`config.mk`:
```
export PLATFORM = sky130hd
export DESIGN_NAME = keyboard_tone_top
export DESIGN_NICKNAME = d
export VERILOG_FILES = /design/src/hw/tone_pkg.sv /design/src/hw/key_event_fifo.sv /design/src/hw/keyboard_tone_top.sv /design/src/hw/ps2_receiver.sv /design/src/hw/scale_stepper.sv /design/src/hw/tone_pwm.sv
export VERILOG_INCLUDE_DIRS = /design/src /design/src/hw
export SDC_FILE = /design/constraint.sdc
export NUM_CORES = 1
export LEC_CHECK = 0
export ABC_AREA = 1
export BUFFER_PORTS_ARGS = -buffer_cell sky130_fd_sc_hd__buf_4
export CAP_MARGIN = 20
export CORE_ASPECT_RATIO = 1.5
export CORE_MARGIN = 10
export CORE_UTILIZATION = 63
export CTS_CLUSTER_DIAMETER = 30
export DETAILED_ROUTE_END_ITERATION = 8
export HOLD_SLACK_MARGIN = 0.1
export MAX_ROUTING_LAYER = met4
export PLACE_DENSITY_LB_ADDON = 0.2
export SYNTH_ARGS = -nofsm -noshare
export SYNTH_HDL_FRONTEND = slang
export SYNTH_SLANG_ARGS = --single-unit
export TNS_END_PERCENT = 30
```
`constraint.sdc`:
```
create_clock -name clk -period 4.3 [get_ports clk]
set_input_delay 0.86 -clock clk [delete_from_list [all_inputs] [get_ports clk]]
set_output_delay 0.86 -clock clk [all_outputs]
set_load 0.005 [all_outputs]
```
`src/hw/tone_defines.svh`:
```
`ifndef TONE_DEFINES_SVH
`define TONE_DEFINES_SVH

`default_nettype none

// step timer periods in clock cycles
`define TONE_STEP_SLOW 400
`define TONE_STEP_FAST 200

`define TONE_FIFO_DEPTH 4
`define TONE_NOTE_COUNT 29

// half period of C4, higher notes scale down from it
`define TONE_HALF_BASE 64

// set-2 make codes
`define KEY_W     8'h1D
`define KEY_S     8'h1B
`define KEY_R     8'h2D
`define KEY_ENTER 8'h5A

`default_nettype wire

`endif

```
`src/hw/tone_pkg.sv`:
```
`include "tone_defines.svh"

`default_nettype none

package tone_pkg;

    typedef enum logic [2:0] {
        cmd_none,
        cmd_up,
        cmd_down,
        cmd_toggle_rate,
        cmd_restart
    } key_cmd_e;

    // one state per part of the 11-bit frame, start bit seen in idle
    typedef enum logic [1:0] {
        idle,
        data,
        parity,
        stop
    } ps2_state_e;

    // =========================================================================
    // note index to half period, one octave per 7 notes
    // =========================================================================
    function automatic logic [15:0] note_half_period(input logic [4:0] idx);
        logic [15:0] base;
        case (idx % 5'd7)
            5'd0:    base = 16'(`TONE_HALF_BASE * 262 / 262);
            5'd1:    base = 16'(`TONE_HALF_BASE * 262 / 294);
            5'd2:    base = 16'(`TONE_HALF_BASE * 262 / 330);
            5'd3:    base = 16'(`TONE_HALF_BASE * 262 / 349);
            5'd4:    base = 16'(`TONE_HALF_BASE * 262 / 392);
            5'd5:    base = 16'(`TONE_HALF_BASE * 262 / 440);
            default: base = 16'(`TONE_HALF_BASE * 262 / 494);
        endcase
        // each octave up halves the period
        return base >> (idx / 5'd7);
    endfunction

endpackage

`default_nettype wire

```
`src/hw/key_event_fifo.sv`:
```
`include "tone_defines.svh"

`default_nettype none

module key_event_fifo #(
    parameter int DEPTH = `TONE_FIFO_DEPTH
) (
    input  wire        clk,
    input  wire        rst,
    input  wire        wr_valid,
    output logic       wr_ready,
    input  wire  [7:0] wr_code,
    input  wire        wr_release,
    input  wire        wr_extended,
    output logic       rd_valid,
    input  wire        rd_ready,
    output logic [7:0] rd_code,
    output logic       rd_release,
    output logic       rd_extended
);
    localparam int PW = (DEPTH > 1) ? $clog2(DEPTH) : 1;
    localparam int CW = $clog2(DEPTH + 1);

    // entry layout is {extended, release, code}
    logic [9:0]    mem [DEPTH];
    logic [PW-1:0] wr_ptr;
    logic [PW-1:0] rd_ptr;
    logic [CW-1:0] count;
    logic          push;
    logic          pop;

    assign wr_ready = (count != CW'(DEPTH));
    assign rd_valid = (count != '0);
    assign push     = wr_valid && wr_ready;
    assign pop      = rd_valid && rd_ready;

    assign {rd_extended, rd_release, rd_code} = mem[rd_ptr];

    always_ff @(posedge clk) begin
        if (push) begin
            mem[wr_ptr] <= {wr_extended, wr_release, wr_code};
        end
    end

    always_ff @(posedge clk) begin
        if (rst) begin
            wr_ptr <= '0;
            rd_ptr <= '0;
            count  <= '0;
        end else begin
            if (push) begin
                wr_ptr <= (wr_ptr == PW'(DEPTH - 1)) ? '0 : wr_ptr + PW'(1);
            end
            if (pop) begin
                rd_ptr <= (rd_ptr == PW'(DEPTH - 1)) ? '0 : rd_ptr + PW'(1);
            end
            case ({push, pop})
                2'b10:   count <= count + CW'(1);
                2'b01:   count <= count - CW'(1);
                default: count <= count;
            endcase
        end
    end

    a_count_bound: assert property (@(posedge clk) disable iff (rst)
        count <= CW'(DEPTH));

    // nothing leaves an empty queue
    a_no_underflow: assert property (@(posedge clk) disable iff (rst)
        (count == '0) |=> (rd_ptr == $past(rd_ptr)));

endmodule

`default_nettype wire

```
`src/hw/keyboard_tone_top.sv`:
```
`default_nettype none

module keyboard_tone_top (
    input  wire        clk,
    input  wire        rst,
    input  wire        ps2_clk,
    input  wire        ps2_data,
    output logic       tone,
    output logic [4:0] note,
    output logic       dir_up,
    output logic       fast,
    output logic       frame_error,
    output logic       overflow
);
    // receiver to queue
    logic       ev_valid;
    logic       ev_ready;
    logic [7:0] ev_code;
    logic       ev_release;
    logic       ev_extended;

    // queue to stepper
    logic       q_valid;
    logic       q_ready;
    logic [7:0] q_code;
    logic       q_release;
    logic       q_extended;

    ps2_receiver u_ps2_receiver (
        .clk         (clk),
        .rst         (rst),
        .ps2_clk     (ps2_clk),
        .ps2_data    (ps2_data),
        .ev_valid    (ev_valid),
        .ev_code     (ev_code),
        .ev_release  (ev_release),
        .ev_extended (ev_extended),
        .ev_ready    (ev_ready),
        .frame_error (frame_error),
        .overflow    (overflow)
    );

    key_event_fifo u_key_event_fifo (
        .clk         (clk),
        .rst         (rst),
        .wr_valid    (ev_valid),
        .wr_ready    (ev_ready),
        .wr_code     (ev_code),
        .wr_release  (ev_release),
        .wr_extended (ev_extended),
        .rd_valid    (q_valid),
        .rd_ready    (q_ready),
        .rd_code     (q_code),
        .rd_release  (q_release),
        .rd_extended (q_extended)
    );

    scale_stepper u_scale_stepper (
        .clk        (clk),
        .rst        (rst),
        .q_valid    (q_valid),
        .q_ready    (q_ready),
        .q_code     (q_code),
        .q_release  (q_release),
        .q_extended (q_extended),
        .note       (note),
        .dir_up     (dir_up),
        .fast       (fast)
    );

    tone_pwm u_tone_pwm (
        .clk  (clk),
        .rst  (rst),
        .note (note),
        .tone (tone)
    );

endmodule

`default_nettype wire

```
`src/hw/ps2_receiver.sv`:
```
`default_nettype none

module ps2_receiver (
    input  wire        clk,
    input  wire        rst,
    input  wire        ps2_clk,
    input  wire        ps2_data,
    output logic       ev_valid,
    output logic [7:0] ev_code,
    output logic       ev_release,
    output logic       ev_extended,
    input  wire        ev_ready,
    output logic       frame_error,
    output logic       overflow
);
    import tone_pkg::*;

    localparam logic [7:0] CODE_BREAK    = 8'hF0;
    localparam logic [7:0] CODE_EXTENDED = 8'hE0;

    logic [1:0] clk_sync;
    logic [1:0] data_sync;
    logic       clk_prev;
    logic       fall;
    logic       frame_ok;
    ps2_state_e state;
    logic [2:0] bit_cnt;
    logic [7:0] shift;
    logic       par_bit;
    logic       rel_flag;
    logic       ext_flag;

    // =========================================================================
    // two-flop synchronizers, both lines idle high
    // =========================================================================
    always_ff @(posedge clk) begin
        if (rst) begin
            clk_sync  <= 2'b11;
            data_sync <= 2'b11;
            clk_prev  <= 1'b1;
        end else begin
            clk_sync  <= {clk_sync[0], ps2_clk};
            data_sync <= {data_sync[0], ps2_data};
            clk_prev  <= clk_sync[1];
        end
    end

    assign fall = clk_prev && !clk_sync[1];

    // odd parity over data and parity bit, stop bit must be high
    assign frame_ok = (^{shift, par_bit}) && data_sync[1];

    // =========================================================================
    // frame FSM, LSB first
    // =========================================================================
    always_ff @(posedge clk) begin
        if (rst) begin
            state       <= idle;
            bit_cnt     <= '0;
            rel_flag    <= 1'b0;
            ext_flag    <= 1'b0;
            ev_valid    <= 1'b0;
            frame_error <= 1'b0;
        end else begin
            ev_valid    <= 1'b0;
            frame_error <= 1'b0;
            if (fall) begin
                case (state)
                    idle: begin
                        if (!data_sync[1]) begin
                            state   <= data;
                            bit_cnt <= '0;
                        end
                    end
                    data: begin
                        shift   <= {data_sync[1], shift[7:1]};
                        bit_cnt <= bit_cnt + 3'd1;
                        if (bit_cnt == 3'd7) begin
                            state <= parity;
                        end
                    end
                    parity: begin
                        par_bit <= data_sync[1];
                        state   <= stop;
                    end
                    stop: begin
                        state <= idle;
                        if (!frame_ok) begin
                            frame_error <= 1'b1;
                        end else if (shift == CODE_BREAK) begin
                            rel_flag <= 1'b1;
                        end else if (shift == CODE_EXTENDED) begin
                            ext_flag <= 1'b1;
                        end else begin
                            // prefix flags ride along with the data byte
                            ev_valid    <= 1'b1;
                            ev_code     <= shift;
                            ev_release  <= rel_flag;
                            ev_extended <= ext_flag;
                            rel_flag    <= 1'b0;
                            ext_flag    <= 1'b0;
                        end
                    end
                    default: state <= idle;
                endcase
            end
        end
    end

    // keyboard owns the clock, so a full queue means a lost event
    always_ff @(posedge clk) begin
        if (rst) begin
            overflow <= 1'b0;
        end else begin
            overflow <= ev_valid && !ev_ready;
        end
    end

    a_no_event_on_error: assert property (@(posedge clk) disable iff (rst)
        !(ev_valid && frame_error));

endmodule

`default_nettype wire

```
`src/hw/scale_stepper.sv`:
```
`include "tone_defines.svh"

`default_nettype none

module scale_stepper (
    input  wire        clk,
    input  wire        rst,
    input  wire        q_valid,
    output logic       q_ready,
    input  wire  [7:0] q_code,
    input  wire        q_release,
    input  wire        q_extended,
    output logic [4:0] note,
    output logic       dir_up,
    output logic       fast
);
    import tone_pkg::*;

    localparam logic [31:0] PERIOD_SLOW = `TONE_STEP_SLOW;
    localparam logic [31:0] PERIOD_FAST = `TONE_STEP_FAST;
    localparam logic [4:0]  NOTE_LAST   = 5'(`TONE_NOTE_COUNT - 1);

    key_cmd_e    cmd;
    logic        accept;
    logic        restart;
    logic        rate_change;
    logic [31:0] period;
    logic [31:0] timer;
    logic        step_fire;

    // =========================================================================
    // key decode, only plain make codes count
    // =========================================================================
    always_comb begin
        cmd = cmd_none;
        if (!q_release && !q_extended) begin
            case (q_code)
                `KEY_W:     cmd = cmd_up;
                `KEY_S:     cmd = cmd_down;
                `KEY_R:     cmd = cmd_toggle_rate;
                `KEY_ENTER: cmd = cmd_restart;
                default:    cmd = cmd_none;
            endcase
        end
    end

    assign period    = fast ? PERIOD_FAST : PERIOD_SLOW;
    assign step_fire = (timer == period - 32'd1);

    // step and command both write the note, step wins the cycle
    assign q_ready     = !step_fire;
    assign accept      = q_valid && q_ready;
    assign restart     = accept && (cmd == cmd_restart);
    assign rate_change = accept && (cmd == cmd_toggle_rate);

    always_ff @(posedge clk) begin
        if (rst || restart) begin
            dir_up <= 1'b1;
            fast   <= 1'b0;
        end else if (accept) begin
            case (cmd)
                cmd_up:          dir_up <= 1'b1;
                cmd_down:        dir_up <= 1'b0;
                cmd_toggle_rate: fast   <= !fast;
                default:         ;
            endcase
        end
    end

    // =========================================================================
    // step timer and bounded note counter
    // =========================================================================
    always_ff @(posedge clk) begin
        if (rst || restart || rate_change || step_fire) begin
            timer <= '0;
        end else begin
            timer <= timer + 32'd1;
        end
    end

    always_ff @(posedge clk) begin
        if (rst || restart) begin
            note <= '0;
        end else if (step_fire) begin
            // hold at either end of the scale
            if (dir_up && note != NOTE_LAST) begin
                note <= note + 5'd1;
            end else if (!dir_up && note != 5'd0) begin
                note <= note - 5'd1;
            end
        end
    end

    a_note_range: assert property (@(posedge clk) disable iff (rst)
        note <= NOTE_LAST);

    a_note_step: assert property (@(posedge clk) disable iff (rst)
        (note != $past(note)) |-> ($past(restart) || note == $past(note) + 5'd1
            || note + 5'd1 == $past(note)));

endmodule

`default_nettype wire

```
`src/hw/tone_pwm.sv`:
```
`default_nettype none

module tone_pwm (
    input  wire       clk,
    input  wire       rst,
    input  wire [4:0] note,
    output logic      tone
);
    import tone_pkg::*;

    logic [15:0] half;
    logic [15:0] cnt;
    logic [4:0]  note_q;

    assign half = note_half_period(note);

    // =========================================================================
    // half-period down counter, toggle at zero
    // =========================================================================
    always_ff @(posedge clk) begin
        if (rst) begin
            tone   <= 1'b0;
            cnt    <= half - 16'd1;
            note_q <= '0;
        end else begin
            note_q <= note;
            if (note != note_q) begin
                // new note, restart the count but keep the level
                cnt <= half - 16'd1;
            end else if (cnt == 16'd0) begin
                tone <= !tone;
                cnt  <= half - 16'd1;
            end else begin
                cnt <= cnt - 16'd1;
            end
        end
    end

endmodule

`default_nettype wire

```
==> results.tsv, run 1 <==
stage	metric	value	unit
global_routing	grt_pass1_wl	24250	microns
synthesis	synth_area_leader_cell	edfxtp_1	
clock_tree	cts_tree	done	
synthesis	syn_avg_cell_area	8.363	sq um
worst_setup_path	crit_fanout	13	
clock_tree	clkTransAtPathRegs	0.06	ns
routing	wl_per_cell	13.77	microns
global_routing	antenna_found_initial	0	
routing	vias_per_cell	5.484	
sta	whs	0.4113	ns
worst_setup_path	cp_cell_sequence	nand2_2 -> nand2_2 -> nand3_1 -> nand2_2 -> ha_1 -> nand3_4 -> nand3_4 -> nand2_1 -> nand2_1 -> nand2_2 -> nand2_1 -> nand2_1 -> nand3_1 -> nand2_1 -> nand3_1 -> nand3_1 -> nand2_1 -> ha_1 -> nand4_2 -> nor2_2 -> nand2_2 -> nor2_4 -> ha_1 -> o21ai_0	
worst_setup_path	reg2regPathDepth	24	
global_routing	grt_busiest_layer	met2	
sta	tightestPinTransition	1.052	ns
global_routing	track_usage	18.90	%
sta	tns	0	ns
synthesis	syn_nets	882	
synthesis	yosysTopAreaCellShare	24.81	%
sta	skew	0.008445	ns
finish	stdcell_area	0.007951	sq mm
clock_tree	clock_sinks	144	
sta	finalCriticalPeriod	3.732	ns
clock_tree	numCtsBuffers	17	
place	pre_cts_slack	0.6227	ns
worst_setup_path	crit_type	flip-flop to flip-flop	
sta	setup_viol	0	
global_routing	grt_max_degree	25	
pwr	p_per_area	424.9	mW/mm^2
hold_path	hold_path_end	u_ps2_receiver.data_sync[1]$_SDFF_PP1_	
worst_setup_path	r2r_setup_slack	0.57	ns
worst_setup_path	cpMostUsedCell	nand2_1	
synthesis	yosysSeqAreaShare	48.63	%
finish	antenna_cells	0	
hold_path	hold_path_class	flip-flop to flip-flop	
floorplanning	dieArea	0.01608	sq mm
global_routing	grt_pass1_vias	5629	
place	port_buffers	13	
synthesis	netlist_top_cells_count	nand2_1 (161), inv_1 (106), nor2_1 (105)	
sta	relSlewSlack	29.57	%
global_routing	globalRouteMet3Util	4.279	%
routing	totalWireLength	14220	microns
synthesis	async_flop_share	0	%
routing	drc_errors	0	
clock_tree	ctsHoldBuffers	0	
finish	post-route-util	71.92	%
place	dp_hpwl	10110	microns
worst_setup_path	rr_startpoint	u_scale_stepper.note[3]$_SDFFE_PP0P_	
sta	slew_violations	0	
worst_setup_path	end_kind	flip-flop	
synthesis	synth_seq_cells	144	
sta	rsz0062_at_grt	no	
sta	fmax	268.0	MHz
floorplanning	num_io_pins	14	
floorplanning	rows	47	
global_routing	grtUsageMet2	33.85	%
floorplanning	die_h	150.4	microns
routing	first_pass_iters	5	
pwr	vdd_ir_drop_max	0.3466	mV
floorplanning	core	0.01106	sq mm
sta	post-route-period-util	86.78	%
worst_setup_path	worst-endpoint-arrival	4.08	ns
clock_tree	clock-root-buffer	clkbuf_16	
synthesis	synth.area.top_cells	edfxtp_1 (25%), dfxtp_1 (24%), nand2_1 (8.5%)	
synthesis	synth_area	0.007142	sq mm
clock_tree	post-cts-setup-buffer-count	0	
flow_run	maxCapViolCount	0	
routing	ant_nets	0	
synthesis	synthFlopType	dfxtp_1	
floorplanning	fp.dieW	106.9	microns
worst_setup_path	critical_path.startpoint_type	flip-flop	
outcome	status	complete, no violations	
clock_tree	htreeDepth	4	
clock_tree	cts_resized	0	
hold_path	hold_depth	1	
synthesis	synth_most_common_cell	nand2_1	
routing	drt_first_iter_violations	294	
sta	hold_viol	0	
place	gp_congestion	0.8314	
sta	worst_slack	0.5684	ns
worst_setup_path	crit_required	4.64	ns
routing	via_count	5665	
finish	area_growth	11.34	%
global_routing	grt-ovfl-total	0	
synthesis	synth_edf_count	59	
hold_path	hold_start	u_ps2_receiver.data_sync[0]$_SDFF_PP1_	
synthesis	yosys_warnings	0	
worst_setup_path	crit_path_top_delay_cell	dfxtp_1	
floorplanning	start_util	64.60	%
worst_setup_path	max_stage_delay	0.65	ns
clock_tree	insertion_delay	0.42	ns
synthesis	yosys.cell_types.count	52	
global_routing	grt_use_met1	19.06	%
place	place_area	0.007352	sq mm
pwr	p_leak	0.003320	uW
worst_setup_path	regToRegEndpoint	u_tone_pwm.cnt[6]$_DFF_P_	
finish	nets	901	
finish	drive_above_1_share	10.50	%
clock_tree	clk_path_buf_depth	2	
synthesis	syn_inst	854	
## flip-flops by register name (all words and copies together), names as in the netlist, 2 cells and up, named ones only
signal and cells:
u_key_event_fifo.wr_ptr 2, u_key_event_fifo.rd_ptr 2, u_scale_stepper.timer 32, u_ps2_receiver.ev_code 8
u_tone_pwm.cnt 16, u_ps2_receiver.bit_cnt 3, u_ps2_receiver.shift 8, u_ps2_receiver.data_sync 2
u_key_event_fifo.mem 40, u_ps2_receiver.clk_sync 2, u_ps2_receiver.state 2, u_scale_stepper.note 5
u_tone_pwm.note_q 5, u_key_event_fifo.count 3
## cells by family (layout without fill, tap and decap cells)
logic type | Yosys count | in the layout | synth area share (%)
simple gates | 422 | 422 | 27.59
flops | 144 | 144 | 48.63
buf+inv | 131 | 163 | 7.393
compound gates | 102 | 102 | 8.147
xor+xnor | 30 | 30 | 3.679
fa+ha+maj | 24 | 24 | 4.415
mux | 1 | 1 | 0.1402
## critical path, delay by kind of cell, from the launching register on
| family | cells | cell delay (ns) |
|---|---|---|
| AO/OA/AOI/OAI | 1 | 0.16 |
| adder cells (fa/ha/maj) | 3 | 0.68 |
| flip-flops | 1 | 0.65 |
| AND/OR/NAND/NOR | 20 | 2.17 |
## metal layers
metal	vias up	routed length (microns)	part of all wire [%]
met1	2633	5817	41
met2	128	7613	54
met4	0	331	2.3
met3	36	461	3.2
li1	2868	-	-
met5	-	0	0
## placed cells by master (no fill, tap or decap), types with 22 or more instances in the layout
cell type	count
nor2_1	105
dfxtp_1	85
inv_1	106
a21oi_1	44
edfxtp_1	59
nor3_1	31
nand2_1	161
ha_1	22
nand3_1	52
o21ai_0	31
xor2_1	23
## where the power goes
group,internal (uW),switching [uW]
clock,913,561
sequential,1450,33.3
combinational,129,291
## per-stage QoR
stage | std cells | total power, uW
floorplan | 854 | 1824
global route | 1033 | 3516
detailed placement | 1000 | 1921
finish | 1033 | 3378
CTS | 1032 | 3391
global placement | 1000 | 1893
## how the worst max path moves through the flow
stage / startpoint / to / slack [ns] / cells after the start
after floorplan: u_scale_stepper.note[3]$_SDFFE_PP0P_ / u_tone_pwm.cnt[6]$_DFF_P_ / 1.17 / 26
after global placement: u_scale_stepper.note[3]$_SDFFE_PP0P_ / u_tone_pwm.cnt[6]$_DFF_P_ / 0.86 / 25
after detailed placement: u_scale_stepper.note[3]$_SDFFE_PP0P_ / u_tone_pwm.cnt[6]$_DFF_P_ / 0.62 / 22
after CTS: u_scale_stepper.note[3]$_SDFFE_PP0P_ / u_tone_pwm.cnt[6]$_DFF_P_ / 0.60 / 25
after global routing: u_scale_stepper.note[3]$_SDFFE_PP0P_ / u_tone_pwm.cnt[6]$_DFF_P_ / 0.19 / 25
final: u_scale_stepper.note[3]$_SDFFE_PP0P_ / u_tone_pwm.cnt[6]$_DFF_P_ / 0.57 / 24
## area by class of cell
type                    count  area [sq um]
clock buffers              19         432.9
clock inverters            13         161.4
fillers                   856          3104
inverters                 113         426.7
multi-input cells         579          3141
flip-flops and latches    144          3473
well taps                 147         183.9
repair buffers             18         132.6
Note: power is estimated with default switching activity, not from simulation.
==> inputs of run 2 (changes only) <==
--- a/config.mk
+++ b/config.mk
@@ -7,11 +7,11 @@
 export NUM_CORES = 1
 export LEC_CHECK = 0
 export ABC_AREA = 1
-export BUFFER_PORTS_ARGS = -buffer_cell sky130_fd_sc_hd__buf_4
+export BUFFER_PORTS_ARGS = -buffer_cell sky130_fd_sc_hd__buf_2
 export CAP_MARGIN = 20
 export CORE_ASPECT_RATIO = 1.5
-export CORE_MARGIN = 10
-export CORE_UTILIZATION = 63
+export CORE_MARGIN = 2
+export CORE_UTILIZATION = 68
 export CTS_CLUSTER_DIAMETER = 30
 export DETAILED_ROUTE_END_ITERATION = 8
 export HOLD_SLACK_MARGIN = 0.1
==> constraint.sdc (replaced) <==
create_clock -name clk -period 4.8 [get_ports clk]
set_input_delay 0.96 -clock clk [delete_from_list [all_inputs] [get_ports clk]]
set_output_delay 0.96 -clock clk [all_outputs]
set_load 0.005 [all_outputs]
==> run 2 against run 1 <==
First-iteration DRC count grew 16%. Clock skew shrank 0.0011 ns. Highest routed layer unchanged. Worst hold slack gained 0.014 ns. Setup slack gained 0.52 ns. Largest cell class unchanged. Maximum frequency grew 0.42%. Global-route usage grew 9.3 points. Flip-flop and latch count is the same. Critical path depth shrank 2. Register-to-register slack gained 0.52 ns.
==> results.tsv, run 2 (same netlist as run 1, synthesis figures left out) <==
stage	metric	value	unit
finish	mostFrequentLayoutCell	nand2_1	
sta	skew	0.007338	ns
sta	hold_viol	0	
worst_setup_path	critical_path.startpoint_type	flip-flop	
global_routing	grt_pass1_wl	24720	microns
clock_tree	ctsHoldBuffers	0	
clock_tree	cts_resized	0	
floorplanning	die_h	129.5	microns
worst_setup_path	max_stage_delay	0.65	ns
clock_tree	post-cts-setup-buffer-count	0	
finish	multi_input_area	0.003141	sq mm
worst_setup_path	crit_path_top_delay_cell	dfxtp_1	
finish	largest_reg_flops	40	
worst_setup_path	cp_cell_sequence	nand2_2 -> nand2_2 -> nand3_1 -> nand2_2 -> ha_1 -> nand3_4 -> nand3_4 -> nand2_2 -> a21oi_4 -> nand2_1 -> nand3_1 -> nand2_1 -> nand3_1 -> nand3_1 -> nand2_1 -> ha_1 -> nand4_2 -> nor2_2 -> nand2_2 -> nor2_4 -> ha_1 -> o21ai_0	
clock_tree	insertion_delay	0.42	ns
routing	via_count	5758	
pwr	p_leak	0.003306	uW
finish	reg_top3	u_key_event_fifo.mem (40), u_scale_stepper.timer (32), u_tone_pwm.cnt (16)	
worst_setup_path	end_kind	flip-flop	
finish	drive_above_1_share	10.73	%
pwr	vdd_ir_drop_max	0.3357	mV
hold_path	hold_path_class	flip-flop to flip-flop	
routing	drt_first_iter_violations	340	
sta	slew_violations	0	
sta	post-route-period-util	77.42	%
worst_setup_path	crit_type	flip-flop to flip-flop	
global_routing	grt-ovfl-total	0	
worst_setup_path	crit_required	5.14	ns
floorplanning	core	0.01019	sq mm
flow_run	maxCapViolCount	0	
sta	tightestPinTransition	1.000	ns
clock_tree	clkTransAtPathRegs	0.06	ns
sta	setup_viol	0	
place	dp_hpwl	10190	microns
routing	wl_per_cell	14.08	microns
finish	layout_common_cells	nand2_1 (161), inv_1 (106), nor2_1 (105)	
pwr	p_per_area	371.1	mW/mm^2
finish	nets	900	
clock_tree	clk_path_buf_depth	2	
clock_tree	numCtsBuffers	17	
place	port_buffers	13	
floorplanning	rows	45	
worst_setup_path	cpMostUsedCell	nand2_2	
sta	finalCriticalPeriod	3.716	ns
outcome	status	complete, no violations	
sta	fmax	269.1	MHz
finish	seqCellArea	0.003473	sq mm
floorplanning	num_io_pins	14	
sta	tns	0	ns
finish	post-route-util	77.07	%
global_routing	track_usage	28.23	%
routing	totalWireLength	14440	microns
floorplanning	fp.dieW	87.68	microns
finish	n_fill_cell	692	
place	gp_congestion	0.8788	
clock_tree	htreeDepth	4	
clock_tree	cts_tree	done	
sta	rsz0062_at_grt	no	
finish	largest_register	u_key_event_fifo.mem	
routing	first_pass_iters	7	
global_routing	grt_max_degree	23	
worst_setup_path	crit_fanout	13	
clock_tree	clock-root-buffer	clkbuf_16	
finish	area_growth	9.968	%
clock_tree	clock_sinks	144	
routing	drc_errors	0	
floorplanning	start_util	70.08	%
sta	whs	0.4249	ns
finish	antenna_cells	0	
floorplanning	dieArea	0.01136	sq mm
global_routing	antenna_found_initial	0	
routing	vias_per_cell	5.612	
routing	ant_nets	0	
global_routing	grt_pass1_vias	5647	
worst_setup_path	worst-endpoint-arrival	4.05	ns
sta	relSlewSlack	33.06	%
## run 2: changes by cell type in the layout (fill, tap and decap cells not counted), moves of 3 or more
cell,previous run,this run
buf_4,17,2
buf_2,0,14
bufinv_16,3,0
inv_4,1,4
## run 2: critical path: cells and delay by family (launching register included)
family                     cells  cell delay (ns)
and+or+nand+nor               17             1.99
DFF                            1             0.65
adders and majority gates      3             0.65
AOI/OAI and AO/OA              2             0.36
## run 2: area by class of cell
cell class                      instances  area share, %
Clock inverter                         12          1.259
Timing Repair Buffer                   17          1.147
Multi-Input combinational cell        579          39.99
Tap cell                              141          2.246
Inverter                              113          5.433
Sequential cell                       144          44.22
Clock buffer                           20          5.703
## run 2: power breakdown
| group | switching (uW) | internal (uW) | total (uW) | leakage [uW] |
|---|---|---|---|---|
| clock network | 516 | 689 | 1200 | 0.000277 |
| logic | 249 | 112 | 361 | 0.00181 |
| registers | 49.4 | 1300 | 1350 | 0.00122 |
| total | 814 | 2100 | 2910 | 0.00331 |
## run 2: path summary, 6_finish.rpt
check	startpoint	to	slack [ns]	depth (start not counted)
min reg2reg	u_ps2_receiver.clk_sync[0]$_SDFF_PP1_	u_ps2_receiver.clk_sync[1]$_SDFF_PP1_	0.42	1
min	u_ps2_receiver.clk_sync[0]$_SDFF_PP1_	u_ps2_receiver.clk_sync[1]$_SDFF_PP1_	0.42	1
max	u_scale_stepper.note[3]$_SDFFE_PP0P_	u_tone_pwm.cnt[6]$_DFF_P_	1.08	22
max reg2reg	u_scale_stepper.note[3]$_SDFFE_PP0P_	u_tone_pwm.cnt[6]$_DFF_P_	1.08	22
## run 2: per-layer routing
layer	GRT usage, %	routed length [microns]	vias up
met2	50.85	7994	174
met4	9.140	245	0
met5	-	0	-
met3	5.478	598	32
met1	30.79	5605	2684
li1	-	-	2868
## run 2: metrics by stage
stage          area [sq um]  cells  total power, uW  setup slack, ns
2_1_floorplan          7142    854             1634            1.666
3_3_place_gp           7297    992             1676            1.364
3_5_place_dp           7302    993             1713            1.150
4_1_cts                7849   1025             2915            1.099
5_1_grt                7854   1026             3020           0.6743
6_report               7854   1026             2915            1.084
==> inputs of run 3 (changes only) <==
--- a/config.mk
+++ b/config.mk
@@ -11,7 +11,7 @@
 export CAP_MARGIN = 20
 export CORE_ASPECT_RATIO = 1.5
 export CORE_MARGIN = 2
-export CORE_UTILIZATION = 68
+export CORE_UTILIZATION = 57
 export CTS_CLUSTER_DIAMETER = 30
 export DETAILED_ROUTE_END_ITERATION = 8
 export HOLD_SLACK_MARGIN = 0.1
==> constraint.sdc (replaced) <==
create_clock -name clk -period 3.4 [get_ports clk]
set_input_delay 0.68 -clock clk [delete_from_list [all_inputs] [get_ports clk]]
set_output_delay 0.68 -clock clk [all_outputs]
set_load 0.005 [all_outputs]
==> run 3 against run 2 <==
Critical path depth rose by 3. Via count is 0.78% lower. Die area rose by 19%. Sequential power is 39% higher. Clock-buffer cell count fell by 2. Register-to-register slack worse by 0.90 ns. Sequential share of layout area fell by 1.5 points. Critical path type unchanged. Clock power grew 58%. Cell count rose by 3.1%. First-iteration DRC count decreased by 15%. Maximum frequency grew 16%. Design area increased by 3.7%.
==> results.tsv, run 3 (same netlist as run 1, synthesis figures left out) <==
stage	metric	value	unit
outcome	status	complete, no violations	
routing	drc_errors	0	
finish	area_growth	14.03	%
routing	wl_per_cell	13.50	microns
pwr	seq_power_share	43.7	%
routing	first_pass_iters	5	
worst_setup_path	cp.depth	25	
floorplanning	die_h	141.1	microns
worst_setup_path	setup.worst_path.end	u_tone_pwm.cnt[6]$_DFF_P_	
finish	reg_top3	u_key_event_fifo.mem (40), u_scale_stepper.timer (32), u_tone_pwm.cnt (16)	
floorplanning	start_util	57.66	%
routing	ant_nets	0	
sta	fmax	311.2	MHz
hold_path	hold_path_class	flip-flop to flip-flop	
finish	nets	917	
floorplanning	fp.dieW	95.40	microns
clock_tree	insertion_delay	0.43	ns
sta	rsz0062_at_grt	yes	
clock_tree	clkTransAtPathRegs	0.07	ns
sta	slew_violations	0	
worst_setup_path	max_stage_delay	0.38	ns
routing	drt_first_iter_violations	288	
pwr	power.internal	3086	uW
worst_setup_path	reg2regPathDepth	25	
pwr	p_leak	0.003433	uW
global_routing	grt_pass1_wl	23560	microns
global_routing	grt-ovfl-total	0	
pwr	finalPower	4285	uW
worst_setup_path	critPathBufInv	2	
routing	vias_per_cell	5.400	
finish	drive_above_1_share	14.19	%
clock_tree	htreeDepth	4	
finish	post-route-util	65.75	%
floorplanning	num_io_pins	14	
sta	skew	0.01558	ns
worst_setup_path	critical_path.top_delay_family	simple AND/OR/NAND/NOR gates	
finish	layout_common_cells	nand2_1 (155), inv_1 (105), nor2_1 (104)	
finish	mostFrequentLayoutCell	nand2_1	
clock_tree	clk_path_buf_depth	2	
sta	relSlewSlack	37.99	%
worst_setup_path	crit_path_top_delay_cell	dfxtp_4	
worst_setup_path	startpoint	u_scale_stepper.note[3]$_SDFFE_PP0P_	
finish	seqCellArea	0.003482	sq mm
place	port_buffers	13	
sta	whs	0.4096	ns
finish	largest_register	u_key_event_fifo.mem	
floorplanning	core	0.01239	sq mm
worst_setup_path	critical_path.startpoint_type	flip-flop	
pwr	switching_share	27.99	%
clock_tree	cts_tree	done	
global_routing	grt_pass1_vias	5402	
floorplanning	dieArea	0.01346	sq mm
pwr	vdd_ir_drop_max	0.3863	mV
worst_setup_path	crit_required	3.75	ns
place	dp_hpwl	10100	microns
finish	multi_input_area	0.003206	sq mm
clock_tree	numCtsBuffers	17	
finish	largest_reg_flops	40	
sta	tightestPinTransition	0.9268	ns
sta	finalCriticalPeriod	3.214	ns
sta	hold_viol	0	
flow_run	maxCapViolCount	0	
sta	setup_viol	0	
routing	via_count	5713	
worst_setup_path	r2r_setup_slack	0.19	ns
floorplanning	rows	50	
pwr	power.share.clock	44.1	%
pwr	p_per_area	526.1	mW/mm^2
worst_setup_path	crit_fanout	7	
finish	antenna_cells	0	
place	gp_congestion	0.8592	
pwr	power_switching	1199	uW
clock_tree	clock_sinks	144	
worst_setup_path	end_kind	flip-flop	
global_routing	antenna_found_initial	0	
finish	n_fill_cell	1030	
hold_path	hold_start	u_ps2_receiver.clk_sync[0]$_SDFF_PP1_	
worst_setup_path	worst-endpoint-arrival	3.56	ns
routing	totalWireLength	14290	microns
worst_setup_path	crit_type	flip-flop to flip-flop	
sta	post-route-period-util	94.52	%
global_routing	track_usage	22.85	%
worst_setup_path	rr_startpoint	u_scale_stepper.note[3]$_SDFFE_PP0P_	
pwr	pwr-share-comb	12.2	%
clock_tree	clock-root-buffer	clkbuf_16	
global_routing	grt_max_degree	23	
worst_setup_path	regToRegEndpoint	u_tone_pwm.cnt[6]$_DFF_P_	
==> run 3: cell count changes in the layout (fill, tap and decap cells not counted), moves of 3 or more <==
cell      change
nand2_1       -6
inv_6         +4
nand2_2       +4
clkinv_4      -3
buf_4        +19
dfxtp_1       -3
==> run 3: layout make-up <==
type	instances	share of cell area, %
flip-flops and latches	144	42.76
multi-input cells	579	39.36
clock buffers	18	5.531
inverters	113	5.270
repair buffers	34	2.735
well taps	156	2.397
clock inverters	14	1.951
==> run 3: metrics by stage <==
stage / setup slack [ns] / cell area, sq um / TNS (ns) / std cells
floorplan: 0.2655 / 7142 / 0 / 854
global placement: 0.1930 / 7406 / 0 / 1019
detailed placement: 0.03496 / 7406 / 0 / 1019
CTS: 0.01472 / 8016 / 0 / 1051
global route: -0.1051 / 8144 / -0.1169 / 1058
finish: 0.1863 / 8144 / 0 / 1058
==> run 3: power by group through the flow <==
stage	Combinational (uW)	Sequential, uW	Clock, uW
floorplan	409	1900	0
global placement	485	1910	0
detailed placement	515	1910	0
CTS	521	1880	1920
global route	599	1880	1990
finish	524	1870	1890
==> run 3: worst min-delay path by stage <==
stage | slack (ns) | cells past startpoint | to
after detailed placement | 0.39 | 1 | u_ps2_receiver.clk_sync[1]$_SDFF_PP1_
after floorplan | 0.39 | 1 | u_ps2_receiver.clk_sync[1]$_SDFF_PP1_
final | 0.41 | 1 | u_ps2_receiver.clk_sync[1]$_SDFF_PP1_
after CTS | 0.41 | 1 | u_ps2_receiver.clk_sync[1]$_SDFF_PP1_
after global routing | 0.42 | 2 | u_ps2_receiver.clk_sync[0]$_SDFF_PP1_
after global placement | 0.39 | 1 | u_ps2_receiver.data_sync[1]$_SDFF_PP1_
==> run 3: repair_timing <==
action	in CTS	in global routing
pin swaps	0	12
hold buffers	0	0
resized for setup	1	22
endpoints found under the setup margin	1	6
endpoints found under the hold margin	0	0
setup buffers	0	7
==> run 3: routing by layer <==
metal / routed length, microns / up-vias / part of all wire (%) / GRT usage, %
met4: 229 / 0 / 1.6 / 7.895
met5: 0 / - / 0 / -
li1: - / 2901 / - / -
met2: 7863 / 102 / 55 / 41.03
met1: 5780 / 2688 / 40 / 24.01
met3: 413 / 22 / 2.9 / 5.505
